File: config.mk
export PLATFORM = sky130hd
export DESIGN_NAME = jtframe_mist
export DESIGN_NICKNAME = d
export VERILOG_FILES = /design/src/logic/jtframe_pkg.sv /design/src/logic/jtframe_inputs.sv /design/src/logic/jtframe_mist.sv /design/src/logic/jtframe_reset.sv /design/src/logic/jtframe_rom_mux.sv
export SDC_FILE = /design/constraint.sdc
export NUM_CORES = 1
export LEC_CHECK = 0
export ABC_AREA = 1
export BUFFER_PORTS_ARGS = -buffer_cell sky130_fd_sc_hd__buf_2
export CORE_MARGIN = 2
export CORE_UTILIZATION = 40
export CTS_CLUSTER_SIZE = 14
export DETAILED_ROUTE_END_ITERATION = 16
export GPL_ROUTABILITY_DRIVEN = 0
export GPL_TIMING_DRIVEN = 0
export HOLD_SLACK_MARGIN = 0.05
export PLACE_DENSITY = 0.66
export SYNTH_ARGS = -nofsm -noshare
export SYNTH_HDL_FRONTEND = slang
export SYNTH_HIERARCHICAL = 1
export SYNTH_SLANG_ARGS = --single-unit
File: constraint.sdc
create_clock -name clk_sys -period 5.1 [get_ports clk_sys]
set_clock_uncertainty 0.05 [all_clocks]
set_input_delay 1.02 -clock clk_sys [delete_from_list [all_inputs] [get_ports clk_sys]]
set_output_delay 1.02 -clock clk_sys [all_outputs]
set_load 0.05 [all_outputs]
File: src/logic/jtframe_pkg.sv
/* Shared constants for the board framework
   Reset stretch lengths, input polarity options, memory widths
   and the memory controller state encoding */

`default_nettype none

package jtframe_pkg;

    // Reset generation
    localparam int RST_CYCLES = 16;
    localparam int RST_CW     = $clog2(RST_CYCLES + 1);
    localparam logic [RST_CW-1:0] RST_LOAD = RST_CW'(RST_CYCLES);

    // Game input options
    localparam bit GAME_INPUTS_ACTIVE_HIGH = 1'b0;  // 0 gives active low buses
    localparam bit THREE_BUTTONS           = 1'b0;  // 0 forces button 3 off

    // Address widths
    localparam int ROM_AW = 22;     // Loader byte address
    localparam int MEM_AW = 21;     // 16-bit word address

    // Memory refresh timer
    localparam int REFRESH_PERIOD = 64;
    localparam int REF_CW         = $clog2(REFRESH_PERIOD);
    localparam logic [REF_CW-1:0] REF_LAST = REF_CW'(REFRESH_PERIOD - 1);

    // Controller start-up delay after rst
    localparam int INIT_CYCLES = 8;
    localparam int INIT_CW     = $clog2(INIT_CYCLES + 1);
    localparam logic [INIT_CW-1:0] INIT_LOAD = INIT_CW'(INIT_CYCLES);

    // Memory controller states
    typedef enum logic [2:0] {
        ST_INIT,        // Waiting out loop_rst
        ST_IDLE,
        ST_WRITE,       // Download byte in flight
        ST_READ_LO,
        ST_READ_HI,
        ST_REFRESH
    } mem_state_e;

endpackage

`default_nettype wire

File: src/logic/jtframe_inputs.sv
/* Joystick input mapping
   Two-stage synchroniser, polarity and button masking,
   coin, start and service fields, pause toggle */

`default_nettype none

module jtframe_inputs(
    input  wire        clk_sys,
    input  wire        arst_n,
    input  wire        game_rst,
    input  wire  [9:0] board_joystick1,  // Active high from the board
    input  wire  [9:0] board_joystick2,
    output logic [9:0] game_joystick1,
    output logic [9:0] game_joystick2,
    output logic [1:0] game_coin,
    output logic [1:0] game_start,
    output logic       game_pause,       // Active high toggle
    output logic       game_service
);

logic [9:0] joy1_s1;
logic [9:0] joy1_s2;
logic [9:0] joy2_s1;
logic [9:0] joy2_s2;
logic [9:0] joy1_map;
logic [9:0] joy2_map;
logic       pause_last;

// Board to game polarity, button 3 dropped on two-button games
function automatic logic [9:0] map_joy(input logic [9:0] raw);
    logic [9:0] act;
    act = raw;
    if (!jtframe_pkg::THREE_BUTTONS) begin
        act[6] = 1'b0;
    end
    return jtframe_pkg::GAME_INPUTS_ACTIVE_HIGH ? act : ~act;
endfunction

always_ff @(posedge clk_sys or negedge arst_n) begin
    if (!arst_n) begin
        joy1_s1 <= '0;
        joy1_s2 <= '0;
        joy2_s1 <= '0;
        joy2_s2 <= '0;
    end else begin
        joy1_s1 <= board_joystick1;
        joy1_s2 <= joy1_s1;
        joy2_s1 <= board_joystick2;
        joy2_s2 <= joy2_s1;
    end
end

assign joy1_map = map_joy(joy1_s2);
assign joy2_map = map_joy(joy2_s2);

assign game_joystick1 = joy1_map;
assign game_joystick2 = joy2_map;
assign game_coin      = { joy2_map[8], joy1_map[8] };  // Player 1 in bit 0
assign game_start     = { joy2_map[7], joy1_map[7] };
assign game_service   = joy2_map[9];

// Pause button is stick 1 bit 9, toggled on each press
always_ff @(posedge clk_sys or negedge arst_n) begin
    if (!arst_n) begin
        pause_last <= 1'b0;
        game_pause <= 1'b0;
    end else begin
        pause_last <= joy1_s2[9];
        if (game_rst) begin
            game_pause <= 1'b0;
        end else if (joy1_s2[9] && !pause_last) begin
            game_pause <= ~game_pause;
        end
    end
end

endmodule

`default_nettype wire

File: src/logic/jtframe_mist.sv
/* Board framework top level
   Connects reset generation, joystick mapping and the
   ROM memory controller */

`default_nettype none

module jtframe_mist(
    input  wire                            clk_sys,
    input  wire                            arst_n,
    input  wire                            pll_locked,
    // Reset forcing
    input  wire                            dip_flip,
    input  wire                            rst_req,
    input  wire                            downloading,
    output wire                            rst,
    output wire                            rst_n,
    output wire                            game_rst,
    output wire                            game_rst_n,
    output wire                            led,
    // ROM access from game
    input  wire                            refresh_en,
    input  wire                            sdram_req,
    input  wire  [jtframe_pkg::ROM_AW-1:0] sdram_addr,
    output wire                            sdram_ack,
    output wire  [31:0]                    data_read,
    output wire                            data_rdy,
    output wire                            loop_rst,
    // ROM load
    input  wire  [jtframe_pkg::ROM_AW-1:0] prog_addr,
    input  wire  [7:0]                     prog_data,
    input  wire  [1:0]                     prog_mask,
    input  wire                            prog_we,
    // Memory request port
    output wire  [jtframe_pkg::MEM_AW-1:0] mem_addr,
    output wire  [15:0]                    mem_din,
    output wire  [1:0]                     mem_be,
    output wire                            mem_rd,
    output wire                            mem_we,
    output wire                            mem_refresh,
    input  wire  [15:0]                    mem_dout,
    input  wire                            mem_rdy,
    // Joysticks
    input  wire  [9:0]                     board_joystick1,
    input  wire  [9:0]                     board_joystick2,
    output wire  [9:0]                     game_joystick1,
    output wire  [9:0]                     game_joystick2,
    output wire  [1:0]                     game_coin,
    output wire  [1:0]                     game_start,
    output wire                            game_pause,
    output wire                            game_service
);

jtframe_reset u_reset(
    .clk_sys        ( clk_sys         ),
    .arst_n         ( arst_n          ),
    .pll_locked     ( pll_locked      ),
    .dip_flip       ( dip_flip        ),
    .rst_req        ( rst_req         ),
    .downloading    ( downloading     ),
    .rst            ( rst             ),
    .rst_n          ( rst_n           ),
    .game_rst       ( game_rst        ),
    .game_rst_n     ( game_rst_n      ),
    .led            ( led             )
);

jtframe_inputs u_inputs(
    .clk_sys        ( clk_sys         ),
    .arst_n         ( arst_n          ),
    .game_rst       ( game_rst        ),
    .board_joystick1( board_joystick1 ),
    .board_joystick2( board_joystick2 ),
    .game_joystick1 ( game_joystick1  ),
    .game_joystick2 ( game_joystick2  ),
    .game_coin      ( game_coin       ),
    .game_start     ( game_start      ),
    .game_pause     ( game_pause      ),
    .game_service   ( game_service    )
);

jtframe_rom_mux u_rom_mux(
    .clk_sys        ( clk_sys         ),
    .arst_n         ( arst_n          ),
    .rst            ( rst             ),
    .downloading    ( downloading     ),
    .refresh_en     ( refresh_en      ),
    // Game side
    .sdram_req      ( sdram_req       ),
    .sdram_addr     ( sdram_addr      ),
    .sdram_ack      ( sdram_ack       ),
    .data_read      ( data_read       ),
    .data_rdy       ( data_rdy        ),
    .loop_rst       ( loop_rst        ),
    // Loader side
    .prog_addr      ( prog_addr       ),
    .prog_data      ( prog_data       ),
    .prog_mask      ( prog_mask       ),
    .prog_we        ( prog_we         ),
    // Memory side
    .mem_addr       ( mem_addr        ),
    .mem_din        ( mem_din         ),
    .mem_be         ( mem_be          ),
    .mem_rd         ( mem_rd          ),
    .mem_we         ( mem_we          ),
    .mem_refresh    ( mem_refresh     ),
    .mem_dout       ( mem_dout        ),
    .mem_rdy        ( mem_rdy         )
);

endmodule

`default_nettype wire

File: src/logic/jtframe_reset.sv
/* System and game reset generation
   Stretches rst after PLL lock, restarts game_rst on requests
   and on DIP flip changes, drives the status LED */

`default_nettype none

module jtframe_reset(
    input  wire  clk_sys,
    input  wire  arst_n,
    input  wire  pll_locked,
    input  wire  dip_flip,      // Any change resets the game
    input  wire  rst_req,
    input  wire  downloading,
    output logic rst,
    output logic rst_n,
    output logic game_rst,
    output logic game_rst_n,
    output logic led
);

logic [jtframe_pkg::RST_CW-1:0] rst_cnt;
logic [jtframe_pkg::RST_CW-1:0] game_cnt;
logic                           last_flip;
logic                           game_trig;

// Triggers are ignored while the whole board is in reset
assign game_trig = ~rst & (rst_req | (dip_flip != last_flip));

// System reset, released synchronously once the PLL is stable
always_ff @(posedge clk_sys or negedge arst_n) begin
    if (!arst_n) begin
        rst_cnt <= jtframe_pkg::RST_LOAD;
        rst     <= 1'b1;
    end else if (!pll_locked) begin
        rst_cnt <= jtframe_pkg::RST_LOAD;  // Restart on lock loss
        rst     <= 1'b1;
    end else begin
        if (rst_cnt != '0) begin
            rst_cnt <= rst_cnt - 1'b1;
        end
        rst <= |rst_cnt[jtframe_pkg::RST_CW-1:1];   // Count above 1
    end
end

// Game reset stretch
always_ff @(posedge clk_sys or negedge arst_n) begin
    if (!arst_n) begin
        game_cnt  <= '0;
        last_flip <= 1'b0;
        game_rst  <= 1'b1;
    end else begin
        last_flip <= dip_flip;
        if (game_trig) begin
            game_cnt <= jtframe_pkg::RST_LOAD;
        end else if (game_cnt != '0) begin
            game_cnt <= game_cnt - 1'b1;
        end
        game_rst <= rst | downloading | game_trig |
                    (|game_cnt[jtframe_pkg::RST_CW-1:1]);
    end
end

assign rst_n      = ~rst;
assign game_rst_n = ~game_rst;

// Dark while loading, without PLL lock or in reset
assign led = ~(downloading | ~pll_locked | rst);

endmodule

`default_nettype wire

File: src/logic/jtframe_rom_mux.sv
/* ROM memory controller
   Loader byte writes through a one-entry buffer, refresh timer
   and 32-bit game reads built from two 16-bit accesses */

`default_nettype none

module jtframe_rom_mux(
    input  wire                            clk_sys,
    input  wire                            arst_n,
    input  wire                            rst,
    input  wire                            downloading,
    input  wire                            refresh_en,
    // Game side
    input  wire                            sdram_req,
    input  wire  [jtframe_pkg::ROM_AW-1:0] sdram_addr,  // Byte address
    output logic                           sdram_ack,
    output logic [31:0]                    data_read,
    output logic                           data_rdy,
    output logic                           loop_rst,
    // Loader side
    input  wire  [jtframe_pkg::ROM_AW-1:0] prog_addr,
    input  wire  [7:0]                     prog_data,
    input  wire  [1:0]                     prog_mask,   // Active low lanes
    input  wire                            prog_we,
    // Memory side
    output logic [jtframe_pkg::MEM_AW-1:0] mem_addr,
    output logic [15:0]                    mem_din,
    output logic [1:0]                     mem_be,
    output logic                           mem_rd,
    output logic                           mem_we,
    output logic                           mem_refresh,
    input  wire  [15:0]                    mem_dout,
    input  wire                            mem_rdy
);

jtframe_pkg::mem_state_e         state;
logic [jtframe_pkg::INIT_CW-1:0] init_cnt;
logic [jtframe_pkg::REF_CW-1:0]  ref_cnt;
logic                            ref_due;
logic                            wr_pend;
logic [jtframe_pkg::ROM_AW-1:0]  wr_addr;
logic [7:0]                      wr_data;
logic [1:0]                      wr_mask;
logic [jtframe_pkg::MEM_AW-1:0]  rd_next;   // Word holding the upper half
logic                            idle;
logic                            issue_wr;
logic                            issue_ref;
logic                            issue_rd;
logic                            rd_lo_done;
logic                            rd_hi_done;

// Priority in idle: buffered write, due refresh, game read
assign idle       = state == jtframe_pkg::ST_IDLE;
assign issue_wr   = idle & wr_pend;
assign issue_ref  = idle & ~wr_pend & ref_due;
assign issue_rd   = idle & ~wr_pend & ~ref_due & sdram_req & ~downloading;
assign rd_lo_done = (state == jtframe_pkg::ST_READ_LO) & mem_rdy;
assign rd_hi_done = (state == jtframe_pkg::ST_READ_HI) & mem_rdy;

always_ff @(posedge clk_sys or negedge arst_n) begin
    if (!arst_n) begin
        state       <= jtframe_pkg::ST_INIT;
        init_cnt    <= jtframe_pkg::INIT_LOAD;
        loop_rst    <= 1'b1;
        wr_pend     <= 1'b0;
        sdram_ack   <= 1'b0;
        data_rdy    <= 1'b0;
        mem_rd      <= 1'b0;
        mem_we      <= 1'b0;
        mem_refresh <= 1'b0;
    end else if (rst) begin
        state       <= jtframe_pkg::ST_INIT;
        init_cnt    <= jtframe_pkg::INIT_LOAD;
        loop_rst    <= 1'b1;
        wr_pend     <= 1'b0;
        sdram_ack   <= 1'b0;
        data_rdy    <= 1'b0;
        mem_rd      <= 1'b0;
        mem_we      <= 1'b0;
        mem_refresh <= 1'b0;
    end else begin
        // One-cycle strobes
        sdram_ack   <= issue_rd;
        data_rdy    <= rd_hi_done;
        mem_we      <= issue_wr;
        mem_refresh <= issue_ref;
        mem_rd      <= issue_rd | rd_lo_done;     // Second read follows the first
        if (issue_wr) begin
            wr_pend <= 1'b0;
        end
        if (prog_we) begin
            wr_pend <= 1'b1;                      // New byte wins over the drain
        end
        case (state)
            jtframe_pkg::ST_INIT: begin
                if (|init_cnt[jtframe_pkg::INIT_CW-1:1]) begin
                    init_cnt <= init_cnt - 1'b1;
                end else begin
                    loop_rst <= 1'b0;
                    state    <= jtframe_pkg::ST_IDLE;
                end
            end
            jtframe_pkg::ST_IDLE: begin
                if (issue_wr) begin
                    state <= jtframe_pkg::ST_WRITE;
                end else if (issue_ref) begin
                    state <= jtframe_pkg::ST_REFRESH;
                end else if (issue_rd) begin
                    state <= jtframe_pkg::ST_READ_LO;
                end
            end
            jtframe_pkg::ST_READ_LO: begin
                if (mem_rdy) begin
                    state <= jtframe_pkg::ST_READ_HI;
                end
            end
            jtframe_pkg::ST_WRITE, jtframe_pkg::ST_READ_HI,
            jtframe_pkg::ST_REFRESH: begin
                if (mem_rdy) begin
                    state <= jtframe_pkg::ST_IDLE;
                end
            end
            default: state <= jtframe_pkg::ST_IDLE;
        endcase
    end
end

// Refresh timer, runs only while the game allows it
always_ff @(posedge clk_sys or negedge arst_n) begin
    if (!arst_n) begin
        ref_cnt <= '0;
        ref_due <= 1'b0;
    end else if (rst || !refresh_en) begin
        ref_cnt <= '0;
        ref_due <= 1'b0;
    end else begin
        if (issue_ref) begin
            ref_due <= 1'b0;
        end
        if (ref_cnt == jtframe_pkg::REF_LAST) begin
            ref_cnt <= '0;
            ref_due <= 1'b1;
        end else begin
            ref_cnt <= ref_cnt + 1'b1;
        end
    end
end

// Write buffer, command payload and read assembly
always_ff @(posedge clk_sys) begin
    if (prog_we) begin
        wr_addr <= prog_addr;
        wr_data <= prog_data;
        wr_mask <= prog_mask;
    end
    if (issue_wr) begin
        mem_addr <= wr_addr[jtframe_pkg::ROM_AW-1:1];
        mem_din  <= {2{wr_data}};                        // Byte on both lanes
        mem_be   <= ~wr_mask & (wr_addr[0] ? 2'b10 : 2'b01);
    end else if (issue_rd) begin
        mem_addr <= sdram_addr[jtframe_pkg::ROM_AW-1:1];
        rd_next  <= sdram_addr[jtframe_pkg::ROM_AW-1:1] + 1'b1;
        mem_be   <= 2'b11;
    end else if (rd_lo_done) begin
        mem_addr <= rd_next;
    end
    if (rd_lo_done) begin
        data_read[15:0] <= mem_dout;
    end
    if (rd_hi_done) begin
        data_read[31:16] <= mem_dout;
    end
end

endmodule

`default_nettype wire

==> flow_summary.ini <==
[outcome]
outcome = complete, no violations

[worst_setup_path]
endpoint_kind = primary output
type_of_the_worst_setup_path = input port to primary output
r2r_setup_slack_ns = 2.55
crit_path_max_incr_delay_ns = 0.26
crit_slowest_cell = buf_2
ff2ff_path_depth = 6
cp_max_fo = 2
worstPathCellList = buf_2 > nor2_1 > inv_1 > nor2_1 > buf_2
worstPathRequired_ns = 4.03
data_arrival_at_the_endpoint_of_the_critical_path_ns = 1.61
worstReg2RegStart = u_rom_mux/state[2]
rr_endpoint = u_rom_mux/mem_addr[3]
timing.critical_path.from_type = input port

[job]
drv.max_cap_violation_count = 0

[synth]
synthesis.yosys.warnings = 6
netlist.top_cell.by_area = edfxtp_1
dominant_cell_by_count_in_the_synthesized_netlist = nand2_1
synth_cells = 589
yosysSeqAreaShare_pct = 73.1
asyncSetResetFlopFracSynth_pct = 38.3
yosys_most_used_dff = edfxtp_1
synth_seq_cells = 188
synth_edf_count = 116
syn-mean-instance-area_sq_um = 12.3
synth.cells.most_frequent = nand2_1 (126), edfxtp_1 (116), dfrtp_1 (67), nand3_1 (67), inv_1 (61)
yosys.cell_types.count = 31
synth.area.top_cells = edfxtp_1 (48%), dfrtp_1 (23%), nand2_1 (6.5%)
syn-cell-area_sq_um = 7240
synth_top_cell_area_share_pct = 48.1

[sta]
final_min_period_over_clock_period_pct = 52.5
post-route-worst-setup-slack_ns = 2.42
slew_headroom_pct = 24.9
timing.final.max_slew_violations = 0
finalHoldViolations = 0
finalWorstPathRequiredPeriod_ns = 2.68
max_freq_mhz = 374
rsz0062_at_grt = false
totalNegativeSetupSlack_ns = 0
worst_slew_pin_slew_ns = 1.12
final-setup-viol-count = 0

[detailed_routing]
wl_per_cell_um = 13.9
drc = 0
total_number_of_vias = 4814
drt_first_iter_violations = 232
post_drt_via_cell_ratio = 4.56
first_pass_iters = 4
antenna_violating_nets_post_route = 0
wirelength_um = 14700

[cts]
number_of_sinks_on_the_clock_net = 188
cts_resized = 0
cts.repair_timing.setup_buffer_count = 0
cts.hold.buffers_added = 0
tritoncts = yes
cts.clk_slew.worst_paths_ns = 0.06
clk_path_buf_depth = 2
cts_buffers = 17
cts_max_level = 4
clk_latency_ns = 0.42
clockRootBuffer = clkbuf_16

[pwr]
power_switching_uw = 903
power_frac_comb_pct = 12.7
power.ir.vdd_worst_mv = 0.231
power-per-cell-area_nw_per_um2 = 389
power.share.switching_pct = 25.1
internal-power_mw = 2.69
p_leak_nw = 4.17
share_of_total_power_in_the_clock_network_pct = 37.7
sequentialPowerShare_pct = 49.5

[global_routing]
total_routing_usage_reported_by_global_routing_pct = 15.6
global_route.overflow_total = 0
first_pass_grt_wire_length_um = 23900
grt_antenna_before_repair = 0
number_of_global_route_vias_before_repair = 4775
grt_max_degree = 54

[final_layout]
filler_cell_count = 1599
layout.nets = 918
final_area_sq_um = 9230
final_core_utilization_pct = 51.7
flow.area_growth_from_synthesis_pct = 27.4
layout-drive-gt1-share_pct = 34.0

[die]
number_of_i_o_pins = 208
design.core.area_sq_um = 17800
placement_rows = 49
die_area_sq_um = 19200
effective_utilization_at_floorplan_pct = 40.6
die-height_um = 139
width_of_the_die_um = 139

[hold_path]
worst_hold_path_type = register to register
hold_crit_depth = 0
min_delay_worst_endpoint = u_inputs/joy1_s2[8]
timing.hold.worst.start = u_inputs/joy1_s1[8]

[placed_design]
placement.io_buffers = 201
worst_setup_timing_slack_at_the_placement_stage_ns = 1.92
placed_area_sq_um = 8600
dp_hpwl_um = 10600
[metal layers]
metal / GRT usage [%] / part of all wire (%)
met2: 26.2 / 49
met1: 19.9 / 44
met5: 0 / 0
met4: 4.24 / 0.69
met3: 4.80 / 6.8
[placed cells by master, fill, tap and decap left out, types with 3 or more instances in the layout]
cell type and n:
nor2_2 4, buf_2 207, nand2_1 126, xor2_1 13, nor3_1 3, clkbuf_16 19
buf_4 17, dfrtp_1 67, xnor2_1 7, nand3_1 67, a21oi_1 9, dfstp_2 5
ha_1 5, inv_2 3, nand4_1 7, o21ai_0 9, nor2_1 42, edfxtp_1 116
nand3b_1 5, inv_6 3, inv_1 61
[power by group through the flow]
stage	clock network, mW	registers, mW	logic (mW)
after global routing	1.46	1.79	0.520
after global placement	0	1.81	0.446
final	1.35	1.78	0.457
after floorplan	0	1.83	0.293
after CTS	1.41	1.78	0.463
after detailed placement	0	1.81	0.462
[critical path: cells and delay by family]
kind / cells / cell delay (ns)
AND/OR/NAND/NOR: 2 / 0.16
buffers and inverters: 3 / 0.43
[worst max path at each step]
stage | cells after the start | from | end | slack, ns
global route | 6 | sdram_req | u_rom_mux/mem_addr[2] | 2.25
global placement | 5 | mem_rdy | u_rom_mux/mem_addr[8] | 1.21
detailed placement | 6 | sdram_req | u_rom_mux/mem_addr[8] | 1.92
finish | 5 | downloading | led | 2.42
CTS | 6 | sdram_req | u_rom_mux/mem_addr[3] | 2.36
floorplan | 3 | pll_locked | led | 2.15
[logic make-up after synthesis]
family | share of synthesized area, %
XOR/XNOR | 2.42
AND/OR/NAND/NOR | 16.3
adder cells (fa/ha/maj) | 0.864
flip-flops | 73.1
AO/OA/AOI/OAI | 1.33
other | 0.0518
buffers and inverters | 5.91
[cell type report]
class	count	area, sq um	share of cell area (%)
Sequential cell	188	5290	57.3
Multi-Input combinational cell	311	1530	16.6
Timing Repair Buffer	204	1070	11.6
Clock buffer	22	498	5.40
Tap cell	229	287	3.11
Inverter	66	250	2.71
Buffer	25	178	1.93
Clock inverter	10	123	1.33
Antenna cell	1	2.50	0.0271
[state kept, by name (all words and copies together) (netlist names), 2 cells and up]
name,cells
u_rom_mux/data_read,32
u_rom_mux/wr_addr,22
u_rom_mux/mem_addr,21
u_rom_mux/rd_next,21
u_inputs/joy1_s1,9
u_inputs/joy1_s2,9
u_inputs/joy2_s1,9
u_inputs/joy2_s2,9
u_rom_mux/mem_din,8
u_rom_mux/wr_data,8
u_rom_mux/ref_cnt,6
u_reset/game_cnt,5
u_reset/rst_cnt,5
u_rom_mux/init_cnt,4
u_rom_mux/state,3
u_rom_mux/mem_be,2
u_rom_mux/wr_mask,2
[stage by stage]
step | std cells | hold WS, ns | power, mW
floorplan | 590 | 0.281 | 2.12
global placement | 1020 | 0.281 | 2.25
detailed placement | 1023 | 0.285 | 2.27
CTS | 1055 | 0.300 | 3.65
global route | 1055 | 0.303 | 3.77
finish | 1056 | 0.297 | 3.59
No activity file was read; power rests on OpenSTA's default activity.
